### src/hdl/qspi_reg_pkg.sv
package qspi_reg_pkg;

	localparam int io_adr_w = 14;

	// word addresses on the i/o bus
	localparam logic [io_adr_w-1:0] reg_latency0 = 14'h3d00;
	localparam logic [io_adr_w-1:0] reg_latency1 = 14'h3d01;
	localparam logic [io_adr_w-1:0] reg_latency2 = 14'h3d02;
	localparam logic [io_adr_w-1:0] reg_sck_div = 14'h3d03;

	localparam logic [9:0] sck_div_reset = 10'd3;

	// strap 0..3 gives 7, 8, 9, 6 wait clocks
	localparam logic [3:0][3:0] strap_latency = {4'd6, 4'd9, 4'd8, 4'd7};

	typedef struct packed {
		logic [9:0] sck_div;
		logic [2:0][3:0] latency;
	} qspi_cfg_t;

endpackage

### src/hdl/qspi_pkg.sv
package qspi_pkg;

	localparam int num_chips = 3;
	localparam int adr_nibbles = 6;

	localparam logic [7:0] cmd_read_quad = 8'heb;
	localparam logic [7:0] cmd_write_quad = 8'h38;

	typedef enum logic [1:0] {
		sz_byte = 2'd0,
		sz_half = 2'd1,
		sz_word = 2'd2
	} qspi_size_t;

	// one cpu request, 61 bits
	typedef struct packed {
		logic wr;
		qspi_size_t size;
		logic [25:0] adr;
		logic [31:0] wdata;
	} qspi_req_t;

	typedef enum logic [2:0] {
		st_idle = 3'd0,
		st_cmd = 3'd1,
		st_adr = 3'd2,
		st_wdat = 3'd3,
		st_rdwait = 3'd4,
		st_rddat = 3'd5
	} qspi_state_t;

	// pad side, tristate lives outside
	typedef struct packed {
		logic sck;
		logic [num_chips-1:0] ce_n;
		logic [3:0] sio_o;
		logic sio_en;
	} qspi_pins_t;

endpackage
### src/hdl/qspi_top.sv
`timescale 1ns/1ps

module qspi_top
	import qspi_pkg::*, qspi_reg_pkg::*;
(
	input  logic clk,
	input  logic rst_n,
	input  logic [1:0] init_latency,
	input  logic read_req,
	input  logic write_req,
	input  qspi_req_t req,
	output logic [31:0] read_data,
	output logic read_valid,
	output logic write_finish,
	input  logic io_we,
	input  logic [io_adr_w-1:0] io_wadr,
	input  logic [31:0] io_wdata,
	input  logic [io_adr_w-1:0] io_radr,
	input  logic io_radr_en,
	input  logic [31:0] io_rdata_in,
	output logic [31:0] io_rdata,
	output qspi_pins_t pins,
	input  logic [3:0] sio_i
);

	qspi_cfg_t cfg;
	logic sck;
	logic rise;
	logic fall;

	qspi_sck_gen qspi_sck_gen_inst (
		.clk(clk),
		.rst_n(rst_n),
		.sck_div(cfg.sck_div),
		.sck(sck),
		.rise(rise),
		.fall(fall)
	);

	qspi_regs qspi_regs_inst (
		.clk(clk),
		.rst_n(rst_n),
		.init_latency(init_latency),
		.io_we(io_we),
		.io_wadr(io_wadr),
		.io_wdata(io_wdata),
		.io_radr(io_radr),
		.io_radr_en(io_radr_en),
		.io_rdata_in(io_rdata_in),
		.io_rdata(io_rdata),
		.cfg(cfg)
	);

	qspi_engine qspi_engine_inst (
		.clk(clk),
		.rst_n(rst_n),
		.read_req(read_req),
		.write_req(write_req),
		.req(req),
		.cfg(cfg),
		.sck(sck),
		.rise(rise),
		.fall(fall),
		.sio_i(sio_i),
		.pins(pins),
		.read_data(read_data),
		.read_valid(read_valid),
		.write_finish(write_finish)
	);

endmodule

### src/hdl/qspi_engine.sv
`timescale 1ns/1ps

module qspi_engine
	import qspi_pkg::*, qspi_reg_pkg::*;
(
	input  logic clk,
	input  logic rst_n,
	input  logic read_req,
	input  logic write_req,
	input  qspi_req_t req,
	input  qspi_cfg_t cfg,
	input  logic sck,
	input  logic rise,
	input  logic fall,
	input  logic [3:0] sio_i,
	output qspi_pins_t pins,
	output logic [31:0] read_data,
	output logic read_valid,
	output logic write_finish
);

	qspi_req_t req_q;
	qspi_state_t state;
	qspi_state_t state_nxt;
	logic pending;
	logic accept;
	logic done;
	logic [3:0] cnt;
	logic [3:0] cnt_nxt;
	logic [1:0] sel;
	logic [3:0] latency;
	logic [2:0] nib_last;
	logic [2:0] nib_idx;
	logic [2:0] wnib_sel;
	logic [7:0] cmd_byte;
	logic [3:0] adr_nib;
	logic [3:0] wdat_nib;
	logic [3:0] sio_nxt;
	logic sio_en_nxt;
	logic [num_chips-1:0] ce_n_nxt;
	logic [num_chips-1:0] ce_n_q;
	logic [3:0] sio_q;
	logic sio_en_q;
	logic [3:0] sync0;
	logic [3:0] sync1;
	logic [3:0] sync2;
	logic [31:0] shift;
	logic [31:0] rd_word;

	assign accept = (read_req | write_req) & ~pending & (state == st_idle);

	// strobe decides direction
	always_ff @(posedge clk) begin
		if (accept) begin
			req_q <= req;
			req_q.wr <= write_req;
		end
	end

	always_ff @(posedge clk or negedge rst_n) begin
		if (!rst_n) begin
			pending <= 1'b0;
		end else if (accept) begin
			pending <= 1'b1;
		end else if (fall && state == st_idle) begin
			pending <= 1'b0;
		end
	end

	assign sel = req_q.adr[25:24];

	always_comb begin
		case (sel)
			2'd1: latency = cfg.latency[1];
			2'd2: latency = cfg.latency[2];
			default: latency = cfg.latency[0];
		endcase
	end

	// nibble count and little-endian reorder per size
	always_comb begin
		case (req_q.size)
			sz_word: begin
				nib_last = 3'd7;
				rd_word = {shift[7:0], shift[15:8], shift[23:16], shift[31:24]};
			end
			sz_half: begin
				nib_last = 3'd3;
				rd_word = {16'd0, shift[7:0], shift[15:8]};
			end
			default: begin
				nib_last = 3'd1;
				rd_word = {24'd0, shift[7:0]};
			end
		endcase
	end

	always_comb begin
		state_nxt = state;
		cnt_nxt = cnt - 4'd1;
		done = 1'b0;
		case (state)
			st_idle: begin
				cnt_nxt = 4'd7;
				if (pending) begin
					state_nxt = st_cmd;
				end
			end
			st_cmd: if (cnt == 4'd0) begin
				state_nxt = st_adr;
				cnt_nxt = 4'(adr_nibbles - 1);
			end
			st_adr: if (cnt == 4'd0) begin
				state_nxt = req_q.wr ? st_wdat : st_rdwait;
				cnt_nxt = req_q.wr ? {1'b0, nib_last} : latency;
			end
			st_rdwait: if (cnt == 4'd0) begin
				state_nxt = st_rddat;
				cnt_nxt = {1'b0, nib_last};
			end
			st_wdat, st_rddat: if (cnt == 4'd0) begin
				state_nxt = st_idle;
				done = 1'b1;
			end
			default: state_nxt = st_idle;
		endcase
	end

	always_ff @(posedge clk or negedge rst_n) begin
		if (!rst_n) begin
			state <= st_idle;
			cnt <= 4'd0;
		end else if (fall) begin
			state <= state_nxt;
			cnt <= cnt_nxt;
		end
	end

	// command msb first on sio[0]
	assign cmd_byte = req_q.wr ? cmd_write_quad : cmd_read_quad;
	assign adr_nib = req_q.adr[{cnt[2:0], 2'b00} +: 4];

	// lowest byte first, high nibble first
	assign nib_idx = nib_last - cnt[2:0];
	assign wnib_sel = {nib_idx[2:1], ~nib_idx[0]};
	assign wdat_nib = req_q.wdata[{wnib_sel, 2'b00} +: 4];

	always_comb begin
		case (state)
			st_cmd: sio_nxt = {3'b000, cmd_byte[cnt[2:0]]};
			st_adr: sio_nxt = adr_nib;
			st_wdat: sio_nxt = wdat_nib;
			default: sio_nxt = 4'd0;
		endcase
	end

	assign sio_en_nxt = (state == st_cmd) | (state == st_adr) | (state == st_wdat);
	assign ce_n_nxt = (state == st_idle) ? '1 : ~(num_chips'(1) << sel);

	always_ff @(posedge clk or negedge rst_n) begin
		if (!rst_n) begin
			ce_n_q <= '1;
			sio_q <= 4'd0;
			sio_en_q <= 1'b0;
		end else begin
			ce_n_q <= ce_n_nxt;
			sio_q <= sio_nxt;
			sio_en_q <= sio_en_nxt;
		end
	end

	assign pins = '{sck: sck, ce_n: ce_n_q, sio_o: sio_q, sio_en: sio_en_q};

	// metastability chain
	always_ff @(posedge clk or negedge rst_n) begin
		if (!rst_n) begin
			sync0 <= 4'd0;
			sync1 <= 4'd0;
			sync2 <= 4'd0;
		end else begin
			sync0 <= sio_i;
			sync1 <= sync0;
			sync2 <= sync1;
		end
	end

	always_ff @(posedge clk) begin
		if (rise && state == st_rddat) begin
			shift <= {shift[27:0], sync2};
		end
	end

	always_ff @(posedge clk or negedge rst_n) begin
		if (!rst_n) begin
			read_valid <= 1'b0;
			write_finish <= 1'b0;
			read_data <= 32'd0;
		end else begin
			read_valid <= fall & done & ~req_q.wr;
			write_finish <= fall & done & req_q.wr;
			if (fall && done && !req_q.wr) begin
				read_data <= rd_word;
			end
		end
	end

	a_req_excl: assert property (@(posedge clk) disable iff (!rst_n)
		!(read_req && write_req));

	// size 3 has no encoding
	a_size_valid: assert property (@(posedge clk) disable iff (!rst_n)
		accept |-> (req.size != 2'd3));

	a_chip_range: assert property (@(posedge clk) disable iff (!rst_n)
		(state != st_idle) |-> (sel != 2'd3));

endmodule

### src/hdl/qspi_regs.sv
`timescale 1ns/1ps

module qspi_regs
	import qspi_reg_pkg::*;
(
	input  logic clk,
	input  logic rst_n,
	input  logic [1:0] init_latency,
	input  logic io_we,
	input  logic [io_adr_w-1:0] io_wadr,
	input  logic [31:0] io_wdata,
	input  logic [io_adr_w-1:0] io_radr,
	input  logic io_radr_en,
	input  logic [31:0] io_rdata_in,
	output logic [31:0] io_rdata,
	output qspi_cfg_t cfg
);

	logic [3:0] wsel;
	logic [3:0] rsel;
	logic [3:0] rsel_q;
	logic [1:0] preset_sr;
	logic preset;

	assign wsel = {
		io_we & (io_wadr == reg_sck_div),
		io_we & (io_wadr == reg_latency2),
		io_we & (io_wadr == reg_latency1),
		io_we & (io_wadr == reg_latency0)
	};

	assign rsel = {
		io_radr_en & (io_radr == reg_sck_div),
		io_radr_en & (io_radr == reg_latency2),
		io_radr_en & (io_radr == reg_latency1),
		io_radr_en & (io_radr == reg_latency0)
	};

	// strap load once, second clock out of reset
	always_ff @(posedge clk or negedge rst_n) begin
		if (!rst_n) begin
			preset_sr <= 2'b11;
		end else begin
			preset_sr <= {preset_sr[0], 1'b0};
		end
	end

	assign preset = preset_sr[1] & ~preset_sr[0];

	always_ff @(posedge clk or negedge rst_n) begin
		if (!rst_n) begin
			cfg.sck_div <= sck_div_reset;
			cfg.latency <= '0;
		end else begin
			for (int i = 0; i < $size(cfg.latency); i++) begin
				if (preset) begin
					cfg.latency[i] <= strap_latency[init_latency];
				end else if (wsel[i]) begin
					cfg.latency[i] <= io_wdata[3:0];
				end
			end
			if (wsel[3]) begin
				cfg.sck_div <= io_wdata[9:0];
			end
		end
	end

	always_ff @(posedge clk or negedge rst_n) begin
		if (!rst_n) begin
			rsel_q <= 4'b0000;
		end else begin
			rsel_q <= rsel;
		end
	end

	// chained read, pass through when not addressed
	always_comb begin
		if (rsel_q[0]) begin
			io_rdata = {28'd0, cfg.latency[0]};
		end else if (rsel_q[1]) begin
			io_rdata = {28'd0, cfg.latency[1]};
		end else if (rsel_q[2]) begin
			io_rdata = {28'd0, cfg.latency[2]};
		end else if (rsel_q[3]) begin
			io_rdata = {22'd0, cfg.sck_div};
		end else begin
			io_rdata = io_rdata_in;
		end
	end

	// a latency write under the strap preset would be lost
	a_preset_no_write: assert property (@(posedge clk) disable iff (!rst_n)
		preset |-> !(|wsel[2:0]));

endmodule

### src/hdl/qspi_sck_gen.sv
`timescale 1ns/1ps

module qspi_sck_gen (
	input  logic clk,
	input  logic rst_n,
	input  logic [9:0] sck_div,
	output logic sck,
	output logic rise,
	output logic fall
);

	logic [9:0] cnt;
	logic sck_d;
	logic half;

	// >= so a smaller divider written mid-count does not run to wrap
	assign half = (cnt >= sck_div);

	always_ff @(posedge clk or negedge rst_n) begin
		if (!rst_n) begin
			cnt <= 10'd0;
		end else if (half) begin
			cnt <= 10'd0;
		end else begin
			cnt <= cnt + 10'd1;
		end
	end

	// sck idles high
	always_ff @(posedge clk or negedge rst_n) begin
		if (!rst_n) begin
			sck <= 1'b1;
			sck_d <= 1'b1;
		end else begin
			if (half) begin
				sck <= ~sck;
			end
			sck_d <= sck;
		end
	end

	assign rise = sck & ~sck_d;
	assign fall = ~sck & sck_d;

	// the read path needs a half period of at least three clocks
	a_sck_div_min: assert property (@(posedge clk) disable iff (!rst_n)
		sck_div >= 10'd2);

endmodule

### config.mk
export PLATFORM = sky130hd
export DESIGN_NAME = qspi_top
export DESIGN_NICKNAME = d
export VERILOG_FILES = /design/src/hdl/qspi_reg_pkg.sv /design/src/hdl/qspi_pkg.sv /design/src/hdl/qspi_top.sv /design/src/hdl/qspi_engine.sv /design/src/hdl/qspi_regs.sv /design/src/hdl/qspi_sck_gen.sv
export SDC_FILE = /design/constraint.sdc
export NUM_CORES = 1
export LEC_CHECK = 0
export BUFFER_PORTS_ARGS = -buffer_cell sky130_fd_sc_hd__buf_2
export CAP_MARGIN = 20
export CORE_ASPECT_RATIO = 1.1
export CORE_MARGIN = 8
export CORE_UTILIZATION = 52
export DETAILED_ROUTE_END_ITERATION = 8
export GPL_ROUTABILITY_DRIVEN = 1
export PLACE_DENSITY = 0.87
export SETUP_SLACK_MARGIN = 0.2
export SYNTH_ARGS = -nofsm -noshare
export SYNTH_HDL_FRONTEND = slang
export SYNTH_SLANG_ARGS = --single-unit
export TNS_END_PERCENT = 20
### constraint.sdc
create_clock -name clk -period 7.1 [get_ports clk]
set_input_delay 1.42 -clock clk [delete_from_list [all_inputs] [get_ports clk]]
set_output_delay 1.42 -clock clk [all_outputs]
set_load 0.005 [all_outputs]
==> flow_metrics.tcl <==
set metrics [dict create \
    outcome "complete, no violations" \
    route.detailed.wl_per_inst_um 18.8 \
    synth-main-ff-cell "edfxtp_1" \
    global_route_usage_over_all_layers_pct 19.5 \
    finalNetCount 1072 \
    period_share_pct 51.4 \
    regToRegSetupSlack_ns 3.57 \
    cts_made_buffers 17 \
    netlist-cell-type-count 64 \
    syn_area_mm2 0.00861 \
    timing_hold_violations_final 0 \
    hold_path_depth 0 \
    reg2regPathDepth 8 \
    htree_levels 4 \
    critical_path.reg2reg.endpoint "qspi_engine_inst.read_data[11]$_DFFE_PN0P_" \
    grt_pass1_vias 6262 \
    ant_nets 0 \
    postRouteWirelength_um 20700 \
    slew_violations 0 \
    ys_warn_count 0 \
    hold_path_class "reg -> reg" \
    p_leak_nw 4.55 \
    clock_latency_ns 0.43 \
    utilization_pct 63.7 \
    gr-usage-met3_pct 5.23 \
    grt_overflow_total 0 \
    drt-pass1-iter-count 5 \
    grt_pass1_wl_um 32300 \
    number_of_antenna_violations_at_the_first_check_in_global_routing 1 \
    grt_setup_unrepaired "no" \
    worstHoldStart "qspi_engine_inst.sync1[3]$_DFF_PN0_" \
    combinationalPowerShare_pct 19.8 \
    hpwl_um 15100 \
    cts.sink_count 195 \
    vdd.ir_drop.worst_mv 0.179 \
    drive_gt1_share_pct 34.0 \
    cp_max_fo 21 \
    worst-endpoint-required_ns 5.68 \
    p_sw_share_pct 29.3 \
    grt_most_used_layer "met2" \
    design.die.area_mm2 0.0209 \
    cts.reportedPaths.clkPinSlew_ns 0.07 \
    layout_min_cycle_time_ns 3.65 \
    longest_clk_path_bufs 2 \
    n_antenna_cell 0 \
    cts_tree "done" \
    worst_setup_slack_before_clock_tree_synthesis_ns 3.48 \
    syn-instance-count 684 \
    regToRegStartpoint "qspi_engine_inst.cnt[0]$_DFFE_PN0P_" \
    floorplan.core_area_mm2 0.0163 \
    met2_usage_pct 33.1 \
    switchingPower_w 0.000861 \
    yosys-top-cells-area "edfxtp_1, dfrtp_1, mux2i_1" \
    synth_async_sr_flop_share_pct 52.3 \
    power_density_mw_per_mm2 283 \
    internal-power_w 0.00208 \
    startpoint_type "register" \
    clock_power_share_pct 30.9 \
    finalClockSkew_ns 0.00815 \
    grt_max_degree 66 \
    hold_slack_ns 0.343 \
    place.port_buffers 216 \
    synth_common_cells "dfrtp_1, edfxtp_1, nand2_1, nor2_1, a21oi_1" \
    totalPowerFinal_w 0.00294 \
    timing.max_slew.rel_slack_pct 34.2 \
    initial_utilization_pct 52.8 \
    dr.first_iter.drc_count 485 \
    areaGrowthSynthToFinish_pct 20.8 \
    gp_congestion 0.853 \
    setup_total_negative_slack_ns 0 \
    vias 6136 \
    actual_transition_at_the_worst_max_transition_pin_ns 0.985 \
    routed_vias_inst 5.56 \
    die_y_um 151 \
    start_to_end_type_of_the_worst_setup_path "reg -> out" \
    io_pins 240 \
    setup_viol_count_final 0 \
    synth.largest_area_cell "edfxtp_1" \
    post_cts.repair.setup_buffers 0 \
    maxClockFrequency_ghz 0.274 \
    synth_area_per_cell_um2 12.6 \
    number_of_gates_resized_after_cts 0 \
    synth_enable_flop_cells 93 \
    row_count 49 \
    drt_drc_violations_left 0 \
    grt_use_met1_pct 23.9 \
    dieWidth_um 139 \
    setup.worst_path.end_class "output port" \
    power.sequential.fraction_pct 49.3 \
    worstPathArrival_ns 2.23 \
    cts_hold_repair.buffers 0 \
    clk_root_buffer_cell "clkbuf_16" \
    max_capacitance_violation_total 0 \
    final_critical_path_setup_slack_ns 3.45 \
    seq_area_frac_synth_pct 62.2 \
    synth_top_cell_area_share_pct 32.5 \
    synth_nets 869 \
    synth.ff_latch_count 195 \
    hold_path_end "qspi_engine_inst.sync2[3]$_DFF_PN0_" \
]
## worst max path at each step
stage | slack [ns] | from | cells past startpoint | to
floorplan | 0.92 | write_req | 2 | qspi_engine_inst.req_q[0]$_DFFE_PP_
global placement | 3.55 | qspi_engine_inst.cnt[0]$_DFFE_PN0P_ | 8 | qspi_engine_inst.read_data[17]$_DFFE_PN0P_
detailed placement | 3.48 | qspi_regs_inst.rsel_q[0]$_DFF_PN0_ | 4 | io_rdata[22]
CTS | 3.02 | qspi_regs_inst.rsel_q[0]$_DFF_PN0_ | 4 | io_rdata[22]
global route | 3.27 | qspi_engine_inst.cnt[0]$_DFFE_PN0P_ | 8 | qspi_engine_inst.read_data[17]$_DFFE_PN0P_
finish | 3.45 | qspi_regs_inst.rsel_q[0]$_DFF_PN0_ | 5 | io_rdata[22]
## cells in the final DEF (no fill, tap or decap), types with 3 or more instances in the layout
cell and instances:
a211oi_1 5, a21oi_1 35, a221oi_1 4, a221oi_2 8
a22oi_1 13, a31oi_1 3, and2_1 23, and3_1 5
buf_2 215, buf_4 5, clkbuf_16 17, dfrtp_1 93
dfstp_2 9, edfxtp_1 93, ha_1 20, inv_1 22
inv_6 3, mux2_2 17, mux2i_1 26, mux4_2 10
nand2_1 64, nand2b_1 9, nand3_1 24, nor2_1 64
nor2b_1 6, nor3_1 12, nor3_2 4, nor4_1 3
o21ai_0 12, o21ai_1 11, o221ai_1 5, xor2_1 8
## cell type report
type | instances | area (um2)
inverters | 23 | 86.3
multi-input cells | 429 | 3000
clock inverters | 13 | 124
repair buffers | 221 | 1140
clock buffers | 19 | 433
flip-flops and latches | 195 | 5360
fillers | 1231 | 5910
well taps | 204 | 255
## stage by stage
step                std cells  area [um2]
floorplan                 684        8610
global placement         1070        9800
detailed placement       1070        9800
CTS                      1102       10400
global route             1104       10400
finish                   1104       10400
## metal layers
metal	part of all wire (%)	up-vias	wire length (um)
met1	41	3026	8490
met2	52	201	10800
met4	1.5	2	303
met5	0.063	-	13
li1	-	2877	-
met3	5.4	30	1120
## power by group through the flow
stage | combinational (W) | sequential (W) | clock (W)
4_1_cts | 0.000589 | 0.00145 | 0.000924
2_1_floorplan | 0.000453 | 0.00140 | 0
3_5_place_dp | 0.000585 | 0.00147 | 0
5_1_grt | 0.000648 | 0.00147 | 0.000963
6_report | 0.000584 | 0.00145 | 0.000908
3_3_place_gp | 0.000569 | 0.00147 | 0
## worst max-delay path: stages, from the launching register on
cell	delay, ns
dfrtp_1	0.46
or3_1	0.58
nor2_1	0.22
buf_4	0.25
and2_1	0.16
buf_2	0.11
## sequential cells by signal (all words and copies together) (netlist names), 2 cells and up
register	cells
qspi_engine_inst.cnt	4
qspi_regs_inst.cfg	22
qspi_regs_inst.rsel_q	4
qspi_engine_inst.sync1	4
qspi_engine_inst.sync0	4
qspi_engine_inst.sio_q	4
qspi_engine_inst.sync2	4
qspi_regs_inst.preset_sr	2
qspi_engine_inst.read_data	32
qspi_engine_inst.shift	32
qspi_sck_gen_inst.cnt	10
qspi_engine_inst.ce_n_q	3
qspi_engine_inst.req_q	61
qspi_engine_inst.state	3
## cells by family (layout without fill, tap and decap cells)
family          count (synthesis)  in the layout  synth area share (%)
simple gates                  230            230                  12.9
flops                         195            195                  62.2
compound gates                113            113                  9.35
buf+inv                        60            276                  3.05
mux                            53             53                  7.87
fa+ha+maj                      20             20                  2.91
xor+xnor                       12             12                  1.66
other cells                     1              1                0.0436
No activity file was read; power rests on OpenSTA's default activity.
